===== src/logic/isaPkg.sv =====
package isaPkg;

	// Native view of a head halfword
	typedef struct packed {
		logic [3:0] major;  // Opcode block
		logic [2:0] sub;    // Selects length within the block
		logic [8:0] rest;
	} nativeView_t;

	// RISC-V view, only the low two bits matter for length
	typedef struct packed {
		logic [13:0] rest;
		logic [1:0]  quadrant;  // 3 means a 32-bit op
	} rvView_t;

	typedef union packed {
		nativeView_t native;
		rvView_t     rv;
	} opWord_t;

	typedef enum logic [1:0] {
		len16 = 2'd0,
		len32 = 2'd1,
		len64 = 2'd2,  // WEX bundle or jumbo form
		len96 = 2'd3
	} opLen_t;

	typedef struct packed {
		logic xg2Mode;    // Wide encoding
		logic rvMode;     // RISC-V length rule
		logic wexEnable;  // 64-bit bundles allowed
	} fetchMode_t;

	// Halfwords occupied by an instruction of the given length
	function automatic logic [2:0] halfwordsOf(opLen_t len);
		case (len)
			len16:   return 3'd1;
			len32:   return 3'd2;
			len64:   return 3'd4;
			default: return 3'd6;
		endcase
	endfunction

endpackage


===== src/logic/fetchPkg.sv =====
package fetchPkg;

	localparam int wordHalfwords = 4;  // Halfwords per memory word
	localparam int maxHalfwords = 6;   // Longest instruction, 96 bits

	// Word address toward memory, low three bits always zero
	typedef logic [31:0] memReq_t;

	// Halfword 0 in bits 15..0, first in the stream
	typedef logic [63:0] memResp_t;

	// Up to six halfwords, first one in the low bits
	typedef logic [16*maxHalfwords-1:0] instrBits_t;

	typedef logic [15:0] hwCount_t;  // Buffer space in halfwords

	// One whole instruction as handed to the consumer
	typedef struct packed {
		instrBits_t     bits;  // Unused halfwords are zero
		logic [31:0]    pc;    // Byte address of first halfword
		isaPkg::opLen_t len;
	} issuedInstr_t;

endpackage


===== src/logic/instrLenDecode.sv =====
`timescale 1ns/1ps

module instrLenDecode (
	input  isaPkg::opWord_t    word,
	input  isaPkg::fetchMode_t mode,
	output isaPkg::opLen_t     opLen
);

	logic           wideClass;  // XG2, or the E/F blocks
	logic           pairMajor;  // Blocks 9 and 7 carry 32/64-bit ops
	isaPkg::opLen_t nativeLen;
	isaPkg::opLen_t wexLen;

	assign wideClass = mode.xg2Mode || (word.native.major[3:1] == 3'b111);
	assign pairMajor = (word.native.major == 4'b1001) || (word.native.major == 4'b0111);

	always_comb begin
		nativeLen = isaPkg::len16;
		if (wideClass) begin
			casez ({word.native.major[0], word.native.sub})
				4'b1_111: nativeLen = isaPkg::len96;  // FE/FF
				4'b1_110: nativeLen = isaPkg::len64;  // FC/FD
				4'b1_10?: nativeLen = isaPkg::len32;  // F8..FB
				4'b1_01?: nativeLen = isaPkg::len64;  // F4..F7
				4'b1_00?: nativeLen = isaPkg::len32;  // F0..F3
				4'b0_111: nativeLen = isaPkg::len64;
				4'b0_101: nativeLen = isaPkg::len64;  // EA/EB
				default:  nativeLen = isaPkg::len32;
			endcase
		end else if (pairMajor) begin
			nativeLen = word.native.sub[2] ? isaPkg::len64 : isaPkg::len32;
		end
	end

	// Without WEX a bundle goes out as two 32-bit ops
	assign wexLen = (!mode.wexEnable && nativeLen == isaPkg::len64) ?
		isaPkg::len32 : nativeLen;

	always_comb begin
		if (mode.rvMode) begin
			opLen = (word.rv.quadrant == 2'b11) ? isaPkg::len32 : isaPkg::len16;
		end else begin
			opLen = wexLen;
		end
	end

endmodule


===== src/logic/fetchMemPort.sv =====
`timescale 1ns/1ps

module fetchMemPort #(
	parameter logic [31:0] resetAddr = 32'h0
) (
	input  logic               clock,
	input  logic               rst,
	input  fetchPkg::hwCount_t freeCount,
	output logic               memReqValid,
	output fetchPkg::memReq_t  memReq,
	input  logic               memAck,
	input  fetchPkg::memResp_t memResp,
	output logic               pushValid,
	output fetchPkg::memResp_t pushWord
);

	typedef enum logic [1:0] {
		stIdle,
		stRequest,    // req high, address held
		stWaitAckLow  // Word taken, waiting for ack to drop
	} portState_t;

	portState_t        state;
	fetchPkg::memReq_t nextAddr;  // Address of the next word to fetch
	logic              roomForWord;

	// Only pops happen while a request is out, so this room is still there on return
	assign roomForWord = freeCount >= fetchPkg::hwCount_t'(fetchPkg::wordHalfwords);

	assign memReqValid = (state == stRequest);
	assign memReq = nextAddr;

	// Word lands in the buffer on the edge that sees ack
	assign pushValid = (state == stRequest) && memAck;
	assign pushWord = memResp;

	always_ff @(posedge clock) begin
		if (rst) begin
			state <= stIdle;
			nextAddr <= resetAddr;
		end else begin
			case (state)
				stIdle: begin
					if (roomForWord)
						state <= stRequest;
				end
				stRequest: begin
					if (memAck) begin
						state <= stWaitAckLow;
						nextAddr <= nextAddr + 32'd8;  // Sequential words
					end
				end
				stWaitAckLow: begin
					if (!memAck)
						state <= roomForWord ? stRequest : stIdle;
				end
				default: state <= stIdle;
			endcase
		end
	end

endmodule


===== src/logic/fetchBuffer.sv =====
`timescale 1ns/1ps

module fetchBuffer #(
	parameter logic [31:0] resetAddr = 32'h0,
	parameter int          bufHalfwords = 16
) (
	input  logic                 clock,
	input  logic                 rst,
	input  logic                 pushValid,
	input  fetchPkg::memResp_t   pushWord,
	input  logic                 popValid,
	input  logic [2:0]           popCount,
	output fetchPkg::instrBits_t headBits,
	output logic [2:0]           headCount,
	output fetchPkg::hwCount_t   freeCount,
	output logic [31:0]          headPc
);

	localparam int ptrBits = $clog2(bufHalfwords);
	localparam int cntBits = ptrBits + 1;  // Holds a full count

	logic [15:0]        store [bufHalfwords];
	logic [ptrBits-1:0] wrPtr;
	logic [ptrBits-1:0] rdPtr;
	logic [cntBits-1:0] occupancy;
	logic [cntBits-1:0] pushAmount;
	logic [cntBits-1:0] popAmount;

	assign pushAmount = pushValid ? cntBits'(fetchPkg::wordHalfwords) : '0;
	assign popAmount = popValid ? cntBits'(popCount) : '0;

	// Four halfwords per word, pointer wraps on its own width
	always_ff @(posedge clock) begin
		if (pushValid) begin
			for (int i = 0; i < fetchPkg::wordHalfwords; i++) begin
				store[wrPtr + ptrBits'(i)] <= pushWord[16*i +: 16];
			end
		end
	end

	always_ff @(posedge clock) begin
		if (rst) begin
			wrPtr <= '0;
			rdPtr <= '0;
			occupancy <= '0;
			headPc <= resetAddr;
		end else begin
			if (pushValid)
				wrPtr <= wrPtr + ptrBits'(fetchPkg::wordHalfwords);
			if (popValid) begin
				rdPtr <= rdPtr + ptrBits'(popCount);
				headPc <= headPc + {28'd0, popCount, 1'b0};  // Two bytes per halfword
			end
			occupancy <= occupancy + pushAmount - popAmount;
		end
	end

	// Window of six halfwords at the head, stale past headCount
	always_comb begin
		for (int i = 0; i < fetchPkg::maxHalfwords; i++) begin
			headBits[16*i +: 16] = store[rdPtr + ptrBits'(i)];
		end
	end

	assign headCount = (occupancy >= cntBits'(fetchPkg::maxHalfwords)) ?
		3'(fetchPkg::maxHalfwords) : occupancy[2:0];

	assign freeCount = fetchPkg::hwCount_t'(bufHalfwords) - fetchPkg::hwCount_t'(occupancy);

endmodule


===== src/logic/instrAligner.sv =====
`timescale 1ns/1ps

module instrAligner (
	input  logic                   clock,
	input  logic                   rst,
	input  isaPkg::fetchMode_t     mode,
	input  fetchPkg::instrBits_t   headBits,
	input  logic [2:0]             headCount,
	input  logic [31:0]            headPc,
	output logic                   popValid,
	output logic [2:0]             popCount,
	output logic                   outValid,
	output fetchPkg::issuedInstr_t outInstr,
	input  logic                   outReady
);

	isaPkg::opWord_t      headWord;
	isaPkg::opLen_t       headLen;
	logic [2:0]           needCount;  // Halfwords in the head instruction
	logic                 canLoad;
	logic                 loadNow;
	fetchPkg::instrBits_t keepMask;

	assign headWord = headBits[15:0];

	instrLenDecode lenDec0 (
		.word  (headWord),
		.mode  (mode),
		.opLen (headLen)
	);

	assign needCount = isaPkg::halfwordsOf(headLen);

	// Output register empty, or emptied this clock
	assign canLoad = !outValid || outReady;
	assign loadNow = canLoad && (headCount >= needCount);

	assign popValid = loadNow;
	assign popCount = needCount;

	always_comb begin
		for (int i = 0; i < fetchPkg::maxHalfwords; i++) begin
			keepMask[16*i +: 16] = (i < int'(needCount)) ? 16'hFFFF : 16'h0000;
		end
	end

	always_ff @(posedge clock) begin
		if (rst) begin
			outValid <= 1'b0;
		end else if (loadNow) begin
			outValid <= 1'b1;
		end else if (outReady) begin
			outValid <= 1'b0;  // Accepted, nothing new behind it
		end
	end

	// Payload only moves on load, so it holds during a stall
	always_ff @(posedge clock) begin
		if (loadNow) begin
			outInstr.bits <= headBits & keepMask;
			outInstr.pc <= headPc;
			outInstr.len <= headLen;
		end
	end

endmodule


===== src/logic/fetchUnit.sv =====
`timescale 1ns/1ps

module fetchUnit #(
	parameter logic [31:0] resetAddr = 32'h0,  // 8-byte aligned
	parameter int          bufHalfwords = 16   // Power of two, at least 8
) (
	input  logic                   clock,
	input  logic                   rst,
	input  isaPkg::fetchMode_t     mode,
	output logic                   memReqValid,
	output fetchPkg::memReq_t      memReq,
	input  logic                   memAck,
	input  fetchPkg::memResp_t     memResp,
	output logic                   outValid,
	output fetchPkg::issuedInstr_t outInstr,
	input  logic                   outReady
);

	fetchPkg::hwCount_t   freeCount;
	logic                 pushValid;
	fetchPkg::memResp_t   pushWord;
	logic                 popValid;
	logic [2:0]           popCount;
	fetchPkg::instrBits_t headBits;
	logic [2:0]           headCount;
	logic [31:0]          headPc;

	fetchMemPort #(
		.resetAddr (resetAddr)
	) memPort0 (
		.clock       (clock),
		.rst         (rst),
		.freeCount   (freeCount),
		.memReqValid (memReqValid),
		.memReq      (memReq),
		.memAck      (memAck),
		.memResp     (memResp),
		.pushValid   (pushValid),
		.pushWord    (pushWord)
	);

	fetchBuffer #(
		.resetAddr    (resetAddr),
		.bufHalfwords (bufHalfwords)
	) buf0 (
		.clock     (clock),
		.rst       (rst),
		.pushValid (pushValid),
		.pushWord  (pushWord),
		.popValid  (popValid),
		.popCount  (popCount),
		.headBits  (headBits),
		.headCount (headCount),
		.freeCount (freeCount),
		.headPc    (headPc)
	);

	instrAligner align0 (
		.clock     (clock),
		.rst       (rst),
		.mode      (mode),
		.headBits  (headBits),
		.headCount (headCount),
		.headPc    (headPc),
		.popValid  (popValid),
		.popCount  (popCount),
		.outValid  (outValid),
		.outInstr  (outInstr),
		.outReady  (outReady)
	);

endmodule


===== config.mk =====
export PLATFORM = sky130hd
export DESIGN_NAME = fetchUnit
export DESIGN_NICKNAME = d
export VERILOG_FILES = /design/src/logic/isaPkg.sv /design/src/logic/fetchPkg.sv /design/src/logic/instrLenDecode.sv /design/src/logic/fetchMemPort.sv /design/src/logic/fetchBuffer.sv /design/src/logic/instrAligner.sv /design/src/logic/fetchUnit.sv
export SDC_FILE = /design/constraint.sdc
export NUM_CORES = 1
export LEC_CHECK = 0
export ABC_AREA = 1
export ABC_CLOCK_PERIOD_IN_PS = 11700
export CAP_MARGIN = 0
export CELL_PAD_IN_SITES_DETAIL_PLACEMENT = 1
export CELL_PAD_IN_SITES_GLOBAL_PLACEMENT = 1
export CORE_MARGIN = 2
export CORE_UTILIZATION = 45
export CTS_CLUSTER_SIZE = 10
export DETAILED_ROUTE_END_ITERATION = 10
export DONT_BUFFER_PORTS = 1
export HOLD_SLACK_MARGIN = 0.02
export PLACE_DENSITY = 0.76
export SYNTH_ARGS = -nofsm -noshare
export SYNTH_HDL_FRONTEND = slang
export SYNTH_SLANG_ARGS = --single-unit

===== constraint.sdc =====
create_clock -name clock -period 11.7 [get_ports clock]
set_clock_uncertainty 0.05 [all_clocks]
set_input_delay 2.34 -clock clock [delete_from_list [all_inputs] [get_ports clock]]
set_output_delay 2.34 -clock clock [all_outputs]
set_load 0.005 [all_outputs]

==> out/metrics.yaml <==
status: "finished clean"
drive_above_1_share: 0.0490
gp_congestion: 0.901
io_buffers: 0
htreeDepth: 2
power.density_nw_per_um2: 301
hpwl_um: 65500
irDropWorstVdd_v: 0.000195
min_path_type: "register to register"
area_growth_pct: 7.76
ys_seq_area_frac: 0.499
hold_viol_final: 0
vias: 23900
cts.repair.resized: 0
cts_buffers: 56
detail_route.wl_per_cell_um: 25.0
dieWidth_um: 246
synth-seq-cells: 463
grt_start_max_net_pins: 269
dr.pass1.iters: 5
syn-cell-area_sq_um: 26300
rsz0062_at_grt: "false"
io_pins: 235
worstMarginPinSlew_ps: 1280
placementRows: 88
critical-path-slowest-cell: "buf_4"
coreArea_sq_um: 57700
avgSynthCellArea_sq_um: 8.05
fin_tns_setup_ps: 0
worstPathMaxFanout: 113
critPathMostFrequentCell: "nand2_1"
crit_arrival_ps: 7900
setup_violations: 0
place_inst: 3836
antenna_found_initial: 1
clk_latency_ps: 630
hold_buffers: 0
slew_headroom: 0.143
maxCapViolCount: 0
grt-ovfl-total: 0
cts_buffer_depth: 3
final_net_count: 3231
yosysWarnings: 0
synth_cell_types: 53
postCtsSetupBuffers: 0
max_freq_mhz: 134
min_period_over_period: 0.636
crit_path_end_kind: "register"
path_clk_slew_ps: 60
setup.worst_path.class: "register to register"
place_area_sq_um: 26600
grt_pass1_vias: 24100
syn_inst: 3265
drt-total-wl_um: 98400
fin_area_sq_um: 28300
detail-route-antenna-nets: 0
drt_iter0_drc: 2276
start_util: 0.455
period_minus_slack_ps: 7440
cts_tree: "built"
grtUsageTotal: 0.321
cpPeakStageDelay_ps: 960
drv_slew: 0
cts_sinks: 463
required_ps: 12160
final_cells: 3931
diodes: 0
die_height_um: 246
leakage_nw: 10.5
critPathLaunchType: "register"
viasPerCell: 6.09
grt_first_pass_wirelength_um: 147000
drc: 0
die_area_sq_um: 60300
root_buffer: "clkbuf_16"
[Yosys cell counts (all sizes together)]
cell type	number	share of area
nand2	720	0.10
o21ai	642	0.12
edfxtp	385	0.44
inv	299	0.043
nor2	261	0.037
nand3	210	0.041
a21oi	173	0.034
clkbuf	159	0.023
dfxtp	78	0.059
buf	70	0.015
o211ai	65	0.019
o22ai	29	0.0069
ha	27	0.013
nor3	24	0.0050
xor2	19	0.0063
a31oi	17	0.0040
nand4	15	0.0041
mux2i	10	0.0038
or2	10	0.0024
xnor2	10	0.0033
o22a	8	0.0027
nor3b	5	0.0014
fa	4	0.0030
nor4	4	0.00095
o21a	4	0.0011
a21o	2	0.00057
a22o	2	0.00067
clkinv	2	0.00029
o21bai	2	0.00057
o221ai	2	0.00067
a211oi	1	0.00029
and3	1	0.00024
conb	1	0.00014
o2111ai	1	0.00033
o221a	1	0.00043
o311ai	1	0.00033
or3b	1	0.00033
[path summary, 6_finish.rpt]
kind                        start                  end  cells after the start  slack, ps
hold / removal    buf0.headPc[31]  align0.outInstr[33]                      0        410
setup / recovery         register      buf0.headPc[28]                     31       4260
hold reg to reg   buf0.headPc[31]  align0.outInstr[33]                      0        410
setup reg to reg         register      buf0.headPc[28]                     31       4260
[worst max-delay path, delay by kind of cell (launching register included)]
family / cells / cell delay (ps)
compound gates: 4 / 600
simple gates: 19 / 3170
flops: 1 / 660
fa+ha+maj: 1 / 290
buf+inv: 7 / 2460
[sequential cells by signal, indices dropped and copies added (netlist names), named ones only]
name             count
buf0.store         256
align0.outInstr    129
buf0.headPc         31
memPort0.memReq     29
buf0.occupancy       5
buf0.rdPtr           4
buf0.wrPtr           2
memPort0.state       2
align0.outValid      1
[per-stage QoR]
| stage | hold WS, ps | total power (W) | utilization | worst slack, ps |
|---|---|---|---|---|
| finish | 406 | 0.00852 | 0.491 | 4260 |
| global route | 419 | 0.00899 | 0.491 | 3570 |
| CTS | 410 | 0.00844 | 0.491 | 4360 |
| detailed placement | 396 | 0.00676 | 0.461 | 4410 |
| global placement | 391 | 0.00657 | 0.461 | 4790 |
| floorplan | 379 | 0.00530 | - | 2660 |
[layout by cell type, fill, tap and decap left out, types with 24 or more instances in the layout]
| master | synthesis | final |
|---|---|---|
| nand2_1 | 716 | 716 |
| o21ai_0 | 634 | 634 |
| edfxtp_1 | 385 | 385 |
| inv_1 | 294 | 289 |
| nor2_1 | 261 | 257 |
| nand3_1 | 208 | 208 |
| a21oi_1 | 163 | 163 |
| dfxtp_1 | 78 | 74 |
| o211ai_1 | 65 | 65 |
| clkbuf_16 | 0 | 58 |
| buf_4 | 9 | 31 |
| o22ai_1 | 29 | 29 |
| ha_1 | 27 | 25 |
| clkbuf_1 | 159 | 24 |
[logic make-up (layout without fill, tap and decap cells)]
group                      count (synthesis)  in the layout  synth area share
DFF                                      463            463             0.499
other                                      1              4          0.000143
xor gates and xnor gates                  29             29           0.00967
adders and majority gates                 31             31            0.0159
AOI/OAI and AO/OA                        950            950             0.194
muxes                                     10             10           0.00381
buffers and inverters                    530            428            0.0810
and+or+nand+nor                         1251           1251             0.196
[area by class of cell]
class                      count  area (sq um)
timing repair buffer          32           253
sequential                   463         13100
multi-input combinational   2275         11100
clock buffer                  85          1580
fill                        6893         29400
clock inverter                10           110
tap                          765           957
inverter                     301          1140
[per-layer routing]
layer  wire length [um]  track usage
met5                  0            0
met4               4140        0.133
met3               7590       0.0656
met2              45500        0.521
met1              41100        0.418
[where the power goes]
group	internal, W	switching, W
Combinational	0.00106	0.00326
Clock	0.000966	0.000690
Sequential	0.00230	0.000246
(Power assumes the default switching activity.)
